$ cat config.mk
export PLATFORM = sky130hd
export DESIGN_NAME = cpu_top
export DESIGN_NICKNAME = d
export VERILOG_FILES = /design/src/common/cpu_pkg.sv /design/src/decode/decoder.sv /design/src/decode/reg_file.sv /design/src/decode/decode_stage.sv /design/src/execute/execute_stage.sv /design/src/source/fetch_unit.sv /design/src/source/mem_wb_stage.sv /design/src/source/cpu_top.sv
export VERILOG_INCLUDE_DIRS = /design/src /design/src/common
export SDC_FILE = /design/constraint.sdc
export NUM_CORES = 1
export LEC_CHECK = 0
export BUFFER_PORTS_ARGS = -buffer_cell sky130_fd_sc_hd__buf_2
export CAP_MARGIN = 20
export CORE_ASPECT_RATIO = 0.7
export CORE_MARGIN = 5
export CORE_UTILIZATION = 40
export CTS_CLUSTER_DIAMETER = 50
export CTS_CLUSTER_SIZE = 24
export DETAILED_ROUTE_END_ITERATION = 8
export GPL_TIMING_DRIVEN = 0
export PLACE_DENSITY = 0.68
export SYNTH_ARGS = -nofsm -noshare
export SYNTH_HDL_FRONTEND = slang
export SYNTH_SLANG_ARGS = --single-unit
$ cat constraint.sdc
create_clock -name clk_50MHz -period 13.5 [get_ports clk_50MHz]
set_clock_uncertainty 0.1 [all_clocks]
set_input_delay 0.675 -clock clk_50MHz [delete_from_list [all_inputs] [get_ports clk_50MHz]]
set_output_delay 0.675 -clock clk_50MHz [all_outputs]
set_load 0.05 [all_outputs]
$ cat src/common/cpu_defs.svh
`ifndef CPU_DEFS_SVH
`define CPU_DEFS_SVH

// ********************
// datapath
// ********************

// data and instruction word
`define CPU_DATA_W 16

// instruction address
`define CPU_PC_W 16

// ********************
// register file
// ********************

`define CPU_REG_CNT 8
`define CPU_REG_AW 3

// ********************
// fetch
// ********************

// first fetch address after reset
`define CPU_RESET_PC 16'h0000

`endif

$ cat src/common/cpu_pkg.sv
`default_nettype none
`include "cpu_defs.svh"

package cpu_pkg;

    typedef logic [`CPU_DATA_W-1:0] data_t;
    typedef logic [`CPU_PC_W-1:0]   pc_t;
    typedef logic [`CPU_REG_AW-1:0] reg_addr_t;

    // major opcode, bits 15:11
    typedef enum logic [4:0] {
        OP_NOP   = 5'b00001,
        OP_BEQZ  = 5'b00100,
        OP_BNEZ  = 5'b00101,
        OP_ADDIU = 5'b01001,
        OP_LI    = 5'b01101,
        OP_LW    = 5'b10011,
        OP_SW    = 5'b11011,
        OP_RTYPE = 5'b11100
    } opcode_e;

    typedef enum logic [1:0] {
        FN_AND  = 2'b00,
        FN_ADDU = 2'b01,
        FN_OR   = 2'b10,
        FN_SUBU = 2'b11
    } funct_e;

    typedef enum logic [1:0] {
        ADD,
        SUB,
        AND,
        OR
    } alu_op_e;

    typedef enum logic [1:0] {
        DST_RX,
        DST_RY,
        DST_RZ
    } dest_sel_e;

    // ********************
    // instruction views
    // ********************

    typedef struct packed {
        opcode_e   opcode;
        reg_addr_t rx;
        reg_addr_t ry;
        reg_addr_t rz;
        funct_e    funct;
    } inst_r_t;

    typedef struct packed {
        opcode_e    opcode;
        reg_addr_t  rx;
        logic [7:0] imm8;
    } inst_i_t;

    typedef struct packed {
        opcode_e    opcode;
        reg_addr_t  rx;
        reg_addr_t  ry;
        logic [4:0] imm5;
    } inst_m_t;

    typedef union packed {
        inst_r_t r;
        inst_i_t i;
        inst_m_t m;
    } inst_u;

    // ********************
    // pipeline contents
    // ********************

    typedef struct packed {
        alu_op_e   alu_op;
        logic      a_zero;
        logic      b_is_imm;
        logic      reg_we;
        logic      mem_rd;
        logic      mem_wr;
        logic      br_zero;
        logic      br_nonzero;
        dest_sel_e dest_sel;
    } ctrl_t;

    typedef struct packed {
        logic      valid;
        ctrl_t     ctrl;
        pc_t       pc_next;
        reg_addr_t rs_a;
        reg_addr_t rs_b;
        data_t     rs_a_data;
        data_t     rs_b_data;
        data_t     imm;
        reg_addr_t dest;
    } id_ex_t;

    typedef struct packed {
        logic      valid;
        logic      reg_we;
        logic      mem_rd;
        logic      mem_wr;
        reg_addr_t dest;
        data_t     result;
        data_t     store_data;
    } ex_mem_t;

    typedef struct packed {
        logic  en;
        logic  we;
        data_t addr;
        data_t wdata;
    } dmem_req_t;

    // register write of the current cycle
    typedef struct packed {
        logic      valid;
        reg_addr_t addr;
        data_t     data;
    } wb_t;

endpackage

`default_nettype wire

$ cat src/decode/decoder.sv
`default_nettype none

module decoder (
    input  wire cpu_pkg::inst_u inst_i,
    output cpu_pkg::ctrl_t      ctrl_o,
    output cpu_pkg::data_t      imm_o,
    output cpu_pkg::reg_addr_t  dest_o,
    output cpu_pkg::reg_addr_t  rs_a_o,
    output cpu_pkg::reg_addr_t  rs_b_o
);

    always_comb begin
        ctrl_o = '0;
        imm_o  = '0;
        rs_a_o = inst_i.i.rx;
        rs_b_o = '0;
        case (inst_i.r.opcode)
            cpu_pkg::OP_RTYPE: begin
                ctrl_o.reg_we   = 1'b1;
                ctrl_o.dest_sel = cpu_pkg::DST_RZ;
                rs_a_o          = inst_i.r.rx;
                rs_b_o          = inst_i.r.ry;
                case (inst_i.r.funct)
                    cpu_pkg::FN_ADDU: ctrl_o.alu_op = cpu_pkg::ADD;
                    cpu_pkg::FN_SUBU: ctrl_o.alu_op = cpu_pkg::SUB;
                    cpu_pkg::FN_AND:  ctrl_o.alu_op = cpu_pkg::AND;
                    default:          ctrl_o.alu_op = cpu_pkg::OR;
                endcase
            end
            cpu_pkg::OP_ADDIU: begin
                ctrl_o.reg_we   = 1'b1;
                ctrl_o.b_is_imm = 1'b1;
                imm_o           = cpu_pkg::data_t'($signed(inst_i.i.imm8));
            end
            cpu_pkg::OP_LI: begin
                // zero + imm
                ctrl_o.reg_we   = 1'b1;
                ctrl_o.a_zero   = 1'b1;
                ctrl_o.b_is_imm = 1'b1;
                imm_o           = cpu_pkg::data_t'(inst_i.i.imm8);
            end
            cpu_pkg::OP_LW: begin
                ctrl_o.reg_we   = 1'b1;
                ctrl_o.mem_rd   = 1'b1;
                ctrl_o.b_is_imm = 1'b1;
                ctrl_o.dest_sel = cpu_pkg::DST_RY;
                rs_a_o          = inst_i.m.rx;
                rs_b_o          = inst_i.m.ry;
                imm_o           = cpu_pkg::data_t'($signed(inst_i.m.imm5));
            end
            cpu_pkg::OP_SW: begin
                ctrl_o.mem_wr   = 1'b1;
                ctrl_o.b_is_imm = 1'b1;
                rs_a_o          = inst_i.m.rx;
                rs_b_o          = inst_i.m.ry;
                imm_o           = cpu_pkg::data_t'($signed(inst_i.m.imm5));
            end
            cpu_pkg::OP_BEQZ: begin
                ctrl_o.br_zero = 1'b1;
                imm_o          = cpu_pkg::data_t'($signed(inst_i.i.imm8));
            end
            cpu_pkg::OP_BNEZ: begin
                ctrl_o.br_nonzero = 1'b1;
                imm_o             = cpu_pkg::data_t'($signed(inst_i.i.imm8));
            end
            // NOP and anything unknown
            default: ;
        endcase
    end

    always_comb begin
        case (ctrl_o.dest_sel)
            cpu_pkg::DST_RY: dest_o = inst_i.m.ry;
            cpu_pkg::DST_RZ: dest_o = inst_i.r.rz;
            default:         dest_o = inst_i.i.rx;
        endcase
    end

endmodule

`default_nettype wire

$ cat src/decode/reg_file.sv
`default_nettype none
`include "cpu_defs.svh"

module reg_file (
    input  wire logic               clk_50MHz,
    input  wire logic               rst,
    input  wire cpu_pkg::reg_addr_t rd_a_i,
    input  wire cpu_pkg::reg_addr_t rd_b_i,
    input  wire cpu_pkg::wb_t       wb_i,
    output cpu_pkg::data_t          rd_a_data_o,
    output cpu_pkg::data_t          rd_b_data_o
);

    cpu_pkg::data_t regs [`CPU_REG_CNT];

    always_ff @(posedge clk_50MHz or negedge rst) begin
        if (!rst) begin
            for (int i = 0; i < `CPU_REG_CNT; i++) begin
                regs[i] <= '0;
            end
        end else if (wb_i.valid) begin
            regs[wb_i.addr] <= wb_i.data;
        end
    end

    // write-through so decode sees this cycle's write
    assign rd_a_data_o = (wb_i.valid && wb_i.addr == rd_a_i) ? wb_i.data : regs[rd_a_i];
    assign rd_b_data_o = (wb_i.valid && wb_i.addr == rd_b_i) ? wb_i.data : regs[rd_b_i];

endmodule

`default_nettype wire

$ cat src/decode/decode_stage.sv
`default_nettype none

module decode_stage (
    input  wire logic           clk_50MHz,
    input  wire logic           rst,
    input  wire cpu_pkg::inst_u if_id_inst_i,
    input  wire logic           if_id_valid_i,
    input  wire cpu_pkg::pc_t   if_id_pc_next_i,
    input  wire logic           flush_i,
    input  wire cpu_pkg::wb_t   wb_i,
    output logic                stall_o,
    output cpu_pkg::id_ex_t     id_ex_o
);

    cpu_pkg::ctrl_t     dec_ctrl;
    cpu_pkg::data_t     dec_imm;
    cpu_pkg::reg_addr_t dec_dest;
    cpu_pkg::reg_addr_t rs_a;
    cpu_pkg::reg_addr_t rs_b;
    cpu_pkg::data_t     rs_a_data;
    cpu_pkg::data_t     rs_b_data;
    logic               uses_a;
    logic               uses_b;
    cpu_pkg::id_ex_t    id_ex_d;

    decoder decoder_i (
        .inst_i (if_id_inst_i),
        .ctrl_o (dec_ctrl),
        .imm_o  (dec_imm),
        .dest_o (dec_dest),
        .rs_a_o (rs_a),
        .rs_b_o (rs_b)
    );

    reg_file reg_file_i (
        .clk_50MHz   (clk_50MHz),
        .rst         (rst),
        .rd_a_i      (rs_a),
        .rd_b_i      (rs_b),
        .wb_i        (wb_i),
        .rd_a_data_o (rs_a_data),
        .rd_b_data_o (rs_b_data)
    );

    // ********************
    // load-use hazard
    // ********************

    // which register fields are real sources
    assign uses_a = !dec_ctrl.a_zero &&
                    (dec_ctrl.reg_we || dec_ctrl.mem_wr || dec_ctrl.br_zero || dec_ctrl.br_nonzero);
    assign uses_b = dec_ctrl.mem_wr || (dec_ctrl.reg_we && !dec_ctrl.b_is_imm);

    assign stall_o = if_id_valid_i && id_ex_o.valid && id_ex_o.ctrl.mem_rd &&
                     ((uses_a && rs_a == id_ex_o.dest) || (uses_b && rs_b == id_ex_o.dest));

    // ********************
    // ID/EX register
    // ********************

    always_comb begin
        id_ex_d.valid     = if_id_valid_i;
        id_ex_d.ctrl      = dec_ctrl;
        id_ex_d.pc_next   = if_id_pc_next_i;
        id_ex_d.rs_a      = rs_a;
        id_ex_d.rs_b      = rs_b;
        id_ex_d.rs_a_data = rs_a_data;
        id_ex_d.rs_b_data = rs_b_data;
        id_ex_d.imm       = dec_imm;
        id_ex_d.dest      = dec_dest;
    end

    // bubble on flush, stall or an empty slot
    always_ff @(posedge clk_50MHz or negedge rst) begin
        if (!rst) begin
            id_ex_o <= '0;
        end else if (flush_i || stall_o || !if_id_valid_i) begin
            id_ex_o <= '0;
        end else begin
            id_ex_o <= id_ex_d;
        end
    end

endmodule

`default_nettype wire

$ cat src/execute/execute_stage.sv
`default_nettype none

module execute_stage (
    input  wire logic            clk_50MHz,
    input  wire logic            rst,
    input  wire cpu_pkg::id_ex_t id_ex_i,
    input  wire cpu_pkg::wb_t    wb_i,
    output logic                 branch_taken_o,
    output cpu_pkg::pc_t         branch_target_o,
    output cpu_pkg::ex_mem_t     ex_mem_o
);

    cpu_pkg::data_t   fwd_a;
    cpu_pkg::data_t   fwd_b;
    cpu_pkg::data_t   alu_a;
    cpu_pkg::data_t   alu_b;
    cpu_pkg::data_t   alu_y;
    cpu_pkg::ex_mem_t ex_mem_d;

    // youngest producer first
    // a load in EX/MEM has no data yet, load-use stall covers it
    function automatic cpu_pkg::data_t forward(
        input cpu_pkg::reg_addr_t rs,
        input cpu_pkg::data_t     rf_data,
        input cpu_pkg::ex_mem_t   em,
        input cpu_pkg::wb_t       wb
    );
        if (em.valid && em.reg_we && !em.mem_rd && em.dest == rs) begin
            return em.result;
        end
        if (wb.valid && wb.addr == rs) begin
            return wb.data;
        end
        return rf_data;
    endfunction

    assign fwd_a = forward(id_ex_i.rs_a, id_ex_i.rs_a_data, ex_mem_o, wb_i);
    assign fwd_b = forward(id_ex_i.rs_b, id_ex_i.rs_b_data, ex_mem_o, wb_i);

    // ********************
    // ALU
    // ********************

    assign alu_a = id_ex_i.ctrl.a_zero ? '0 : fwd_a;
    assign alu_b = id_ex_i.ctrl.b_is_imm ? id_ex_i.imm : fwd_b;

    always_comb begin
        case (id_ex_i.ctrl.alu_op)
            cpu_pkg::ADD: alu_y = alu_a + alu_b;
            cpu_pkg::SUB: alu_y = alu_a - alu_b;
            cpu_pkg::AND: alu_y = alu_a & alu_b;
            default:      alu_y = alu_a | alu_b;
        endcase
    end

    // ********************
    // branch resolution
    // ********************

    assign branch_taken_o = id_ex_i.valid &&
                            ((id_ex_i.ctrl.br_zero && fwd_a == '0) ||
                             (id_ex_i.ctrl.br_nonzero && fwd_a != '0));

    // offset is relative to PC+1
    assign branch_target_o = id_ex_i.pc_next + id_ex_i.imm;

    // ********************
    // EX/MEM register
    // ********************

    always_comb begin
        ex_mem_d.valid      = id_ex_i.valid;
        ex_mem_d.reg_we     = id_ex_i.valid && id_ex_i.ctrl.reg_we;
        ex_mem_d.mem_rd     = id_ex_i.valid && id_ex_i.ctrl.mem_rd;
        ex_mem_d.mem_wr     = id_ex_i.valid && id_ex_i.ctrl.mem_wr;
        ex_mem_d.dest       = id_ex_i.dest;
        ex_mem_d.result     = alu_y;
        ex_mem_d.store_data = fwd_b;
    end

    always_ff @(posedge clk_50MHz or negedge rst) begin
        if (!rst) begin
            ex_mem_o <= '0;
        end else begin
            ex_mem_o <= ex_mem_d;
        end
    end

endmodule

`default_nettype wire

$ cat src/source/fetch_unit.sv
`default_nettype none
`include "cpu_defs.svh"

module fetch_unit (
    input  wire logic           clk_50MHz,
    input  wire logic           rst,
    input  wire cpu_pkg::data_t inst_i,
    input  wire logic           stall_i,
    input  wire logic           flush_i,
    input  wire cpu_pkg::pc_t   branch_target_i,
    output cpu_pkg::pc_t        pc_o,
    output cpu_pkg::inst_u      if_id_inst_o,
    output logic                if_id_valid_o,
    output cpu_pkg::pc_t        if_id_pc_next_o
);

    cpu_pkg::pc_t   pc_q;
    cpu_pkg::pc_t   pc_plus1;

    assign pc_plus1 = pc_q + 1'b1;
    assign pc_o     = pc_q;

    // flush wins over stall
    always_ff @(posedge clk_50MHz or negedge rst) begin
        if (!rst) begin
            pc_q          <= `CPU_RESET_PC;
            if_id_valid_o <= 1'b0;
        end else if (flush_i) begin
            pc_q          <= branch_target_i;
            if_id_valid_o <= 1'b0;
        end else if (!stall_i) begin
            pc_q          <= pc_plus1;
            if_id_valid_o <= 1'b1;
        end
    end

    // fetched word and its return address
    always_ff @(posedge clk_50MHz) begin
        if (flush_i) begin
            if_id_inst_o <= {cpu_pkg::OP_NOP, 11'h000};
        end else if (!stall_i) begin
            if_id_inst_o    <= inst_i;
            if_id_pc_next_o <= pc_plus1;
        end
    end

endmodule

`default_nettype wire

$ cat src/source/mem_wb_stage.sv
`default_nettype none

module mem_wb_stage (
    input  wire logic             clk_50MHz,
    input  wire logic             rst,
    input  wire cpu_pkg::ex_mem_t ex_mem_i,
    input  wire cpu_pkg::data_t   dmem_rdata_i,
    output cpu_pkg::wb_t          wb_o
);

    cpu_pkg::wb_t wb_d;

    // load data or ALU result
    always_comb begin
        wb_d.valid = ex_mem_i.valid && ex_mem_i.reg_we;
        wb_d.addr  = ex_mem_i.dest;
        wb_d.data  = ex_mem_i.mem_rd ? dmem_rdata_i : ex_mem_i.result;
    end

    // ********************
    // MEM/WB register
    // ********************

    always_ff @(posedge clk_50MHz or negedge rst) begin
        if (!rst) begin
            wb_o <= '0;
        end else begin
            wb_o <= wb_d;
        end
    end

endmodule

`default_nettype wire

$ cat src/source/cpu_top.sv
`default_nettype none

module cpu_top (
    input  wire logic           clk_50MHz,
    input  wire logic           rst,
    input  wire cpu_pkg::data_t inst_i,
    input  wire cpu_pkg::data_t dmem_rdata_i,
    output cpu_pkg::pc_t        pc_o,
    output cpu_pkg::dmem_req_t  dmem_o,
    output cpu_pkg::wb_t        wb_o
);

    logic              stall;
    logic              branch_taken;
    cpu_pkg::pc_t      branch_target;
    cpu_pkg::inst_u    if_id_inst;
    logic              if_id_valid;
    cpu_pkg::pc_t      if_id_pc_next;
    cpu_pkg::id_ex_t   id_ex;
    cpu_pkg::ex_mem_t  ex_mem;

    fetch_unit fetch_unit_i (
        .clk_50MHz       (clk_50MHz),
        .rst             (rst),
        .inst_i          (inst_i),
        .stall_i         (stall),
        .flush_i         (branch_taken),
        .branch_target_i (branch_target),
        .pc_o            (pc_o),
        .if_id_inst_o    (if_id_inst),
        .if_id_valid_o   (if_id_valid),
        .if_id_pc_next_o (if_id_pc_next)
    );

    decode_stage decode_stage_i (
        .clk_50MHz       (clk_50MHz),
        .rst             (rst),
        .if_id_inst_i    (if_id_inst),
        .if_id_valid_i   (if_id_valid),
        .if_id_pc_next_i (if_id_pc_next),
        .flush_i         (branch_taken),
        .wb_i            (wb_o),
        .stall_o         (stall),
        .id_ex_o         (id_ex)
    );

    execute_stage execute_stage_i (
        .clk_50MHz       (clk_50MHz),
        .rst             (rst),
        .id_ex_i         (id_ex),
        .wb_i            (wb_o),
        .branch_taken_o  (branch_taken),
        .branch_target_o (branch_target),
        .ex_mem_o        (ex_mem)
    );

    mem_wb_stage mem_wb_stage_i (
        .clk_50MHz    (clk_50MHz),
        .rst          (rst),
        .ex_mem_i     (ex_mem),
        .dmem_rdata_i (dmem_rdata_i),
        .wb_o         (wb_o)
    );

    // data memory port straight off EX/MEM
    always_comb begin
        dmem_o.en    = ex_mem.mem_rd || ex_mem.mem_wr;
        dmem_o.we    = ex_mem.mem_wr;
        dmem_o.addr  = ex_mem.result;
        dmem_o.wdata = ex_mem.store_data;
    end

endmodule

`default_nettype wire

==> results.md <==
- Outcome: complete, no violations
- Routed wire per std cell: 23.2 µm
- Routed wl met2: 21,300 µm
- Io pins: 104
- Core Util, Final: 46.2%
- Placed instance area: 0.0186 mm²
- Unrepaired setup endpoints after global routing: no
- Hpwl dp: 40,100 µm
- Die W: 258 µm
- Worst path buffer plus inverter count: 3
- Max_cap viols: 0
- CP cell instances: xnor2_2 -> nand4bb_1 -> buf_2 -> buf_2 -> mux2i_1 -> o21ai_0 -> mux2i_1 -> ha_1 -> nor2_1 -> a21oi_1 -> inv_1 -> ha_1 -> nor2b_1 -> o31a_1 -> o211ai_1 -> a31oi_1 -> nand4_1 -> a21oi_1 -> mux2i_1 -> a2bb2oi_1 -> o221a_2
- Max_slew headroom: 26.4%
- Global-route wire length before repair: 80,800 µm
- Fmax: 171 MHz
- Cell Pwr Density: 235 mW/mm²
- Uppermost layer routed: met4
- Worst r2r path cells: 21
- CP required: 13.93 ns
- Most frequent cell after synthesis: dfrtp_1
- Vias per cell: 5.94
- Pin count of the biggest net entering global routing: 119
- H-tree depth: 1
- Largest delay contributor family on the critical path: compound AO/OA/AOI/OAI gates
- GP Congestion: 0.947
- Clock tree buffer depth: 3
- Clock Sinks: 312
- Met3 routed WL: 5930 µm
- Layout Nets: 1,789
- Max stage delay on crit path: 0.50 ns
- Vias: 13.6k
- Remaining DRCs: 0
- Grt total ovfl: 0
- Core ar.: 0.0425 mm²
- EDFF count, synth: 16
- CTS tree: done
- Ys Warns: 0
- Fin. max-slew vios: 0
- Hold Path Class: primary input to flop
- Worst setup path class: flop to flop
- Initial Util: 40.6%
- Setup Fix Bufs, Post-CTS: 0
- Antenna viol nets, final: 0
- Data arrival, critical path: 6.28 ns
- Final Cycle Share: 43.3%
- Synth Cell Area: 0.0173 mm²
- Final instance area: 0.0196 mm²
- Vias in the first global route: 13.2k
- All-Layer GR Usage: 21.9%
- Mean Syn Cell Area: 10.9 µm²
- Post-CTS sizing: 0
- Share of layout cells above drive strength 1: 24.3%
- Initial DRC Count: 1,465
- Crit. End Element: flop
- #FFs+latches synth: 312
- Setup violators final: 0
- IO buf count: 103
- Asr flop ratio synth: 89.7%
- Synth Flop Type: dfrtp_1
- Worst IR Drop VDD: 0.111 mV
- Tmin final: 5.85 ns
- Leak Pwr: 8.97 nW
- Fin cells: 2,294
- Share of the synthesized area in the top cell type: 40.6%
- Synth-to-Final Area Change: 13.7%
- WHS Path Cells: 2
- Top post-synthesis cells by count: dfrtp_1 (280), mux2_2 (145), nor2_1 (125)
- Total CTS buffers: 29
- Wl on met1: 24,700 µm
- Fin. Hold Viols: 0
- Die height: 184 µm
- Clock root buffer: clkbuf_16
- Critical path peak fanout: 10
- Worst setup SP type: flop
- Row cnt: 63
- CTS clock-pin slew for the worst setup and hold paths: 0.07 ns
- Netlist cell types: 77
- Die area: 0.0475 mm²
- Cell count after synthesis: 1,578
- Initial DRT Pass Iterations: 6
- Register area share after synthesis: 45.2%
- WL final: 53,300 µm
- Worst path slowest cell: xnor2_2
- Post-synth top area cell: dfrtp_1
- Stages on worst setup path: 21
- Setup tns final: 0 ns
- Crit-path most repeated cell: mux2i_1
- Antenna violations before repair: 1
- Tot Pwr: 4.62 mW
- Mapped Nets: 1,650
- Placed cells: 2,237
- Largest cells by area after synthesis: dfrtp_1 (41%), mux2_2 (9.5%), mux4_2 (6.1%), mux2i_1 (2.9%), edfxtp_1 (2.8%)
- Slew @ Worst Pin: 1.10 ns
- Worst-Skew Late Latency: 0.60 ns
path summary, 6_finish.rpt:
check / slack (ns) / end / startpoint
max: 7.65 / execute_stage_i.ex_mem_o[31] / mem_wb_stage_i.wb_o[17]
min: 0.21 / mem_wb_stage_i.wb_o[13] / dmem_rdata_i[13]
max reg2reg: 7.65 / execute_stage_i.ex_mem_o[31] / mem_wb_stage_i.wb_o[17]
min reg2reg: 0.35 / decode_stage_i.id_ex_o[59] / fetch_unit_i.if_id_pc_next_o[2]
max in group asynchronous: 11.86 / decode_stage_i.id_ex_o[6] / rst
min in group asynchronous: 0.50 / execute_stage_i.ex_mem_o[21] / rst
flip-flops by register name (all words and copies together) (netlist names):
register	flops
decode_stage_i.reg_file_i.regs	128
decode_stage_i.id_ex_o	76
fetch_unit_i.if_id_pc_next_o	16
fetch_unit_i.if_id_inst_o	16
fetch_unit_i.pc_o	16
fetch_unit_i.if_id_valid_o	1
execute_stage_i.ex_mem_o	39
mem_wb_stage_i.wb_o	20
placed cells by master (no fill, tap or decap), types with 10 or more instances in the layout:
cell	netlist	routed
a211oi_1	48	48
a21oi_1	70	70
a311oi_1	30	30
and2_1	31	31
and3_1	24	24
buf_2	12	114
buf_4	37	39
clkbuf_1	84	86
clkbuf_16	0	31
dfrtp_1	280	280
dfxtp_1	16	16
edfxtp_1	16	16
ha_1	36	36
inv_1	25	25
maj3_1	10	10
mux2_2	145	145
mux2i_1	50	50
mux4_2	47	47
nand2_1	104	104
nand2b_1	23	23
nand3_1	34	34
nor2_1	125	125
nor2b_1	21	21
nor3_1	25	24
o21ai_0	43	43
o31ai_1	13	13
xnor2_1	52	52
xor2_1	34	34
power by group:
| group | leakage, nW | switching [mW] | internal (mW) | total [mW] |
|---|---|---|---|---|
| clock network | 0.513 | 0.417 | 0.483 | 0.899 |
| logic | 4.49 | 1.21 | 0.866 | 2.07 |
| registers | 3.96 | 0.348 | 1.30 | 1.65 |
metrics by stage:
step	hold WS, ns	setup WS [ns]
floorplan	0.279	8.70
global route	0.201	7.44
CTS	0.183	7.83
global placement	0.332	6.55
finish	0.211	7.65
detailed placement	0.334	7.88
logic make-up (layout without fill, tap and decap cells):
logic type | Yosys count | in the layout | synth area share [%]
compound gates | 279 | 279 | 11.0
xor+xnor | 88 | 88 | 4.55
fa+ha+maj | 48 | 48 | 3.42
buf+inv | 168 | 330 | 4.59
flops | 312 | 312 | 45.2
mux | 243 | 243 | 18.6
other cells | 0 | 2 | 0
simple gates | 440 | 440 | 12.7
layer usage:
metal,global-route usage (%),up-vias
li1,-,5980
met1,33.9,6860
met2,29.6,701
met3,6.55,78
met4,5.63,0
met5,0,-
worst reg2reg max path, stage by stage (launching register included):
cell and delay [ns]:
dfrtp_1 0.49, xnor2_2 0.50, nand4bb_1 0.17, buf_2 0.22
buf_2 0.25, mux2i_1 0.16, o21ai_0 0.37, mux2i_1 0.22
ha_1 0.33, nor2_1 0.04, a21oi_1 0.26, inv_1 0.08
ha_1 0.27, nor2b_1 0.36, o31a_1 0.28, o211ai_1 0.18
a31oi_1 0.37, nand4_1 0.18, a21oi_1 0.36, mux2i_1 0.24
a2bb2oi_1 0.18, o221a_2 0.20
area by class of cell:
type	count	area [µm²]
Timing Repair Buffer	108	606
Inverter	27	101
Tap cell	552	691
Multi-Input combinational cell	1098	8670
Sequential cell	312	7810
Buffer	141	691
Clock inverter	20	253
Clock buffer	34	797
Antenna cell	2	5.00
Fill cell	3867	22900
timing repair:
action,in CTS,in global routing
endpoints found under the setup margin,0,0
endpoints found under the hold margin,53,0
hold buffers,1,0
Power figures use the tool's default switching activity.
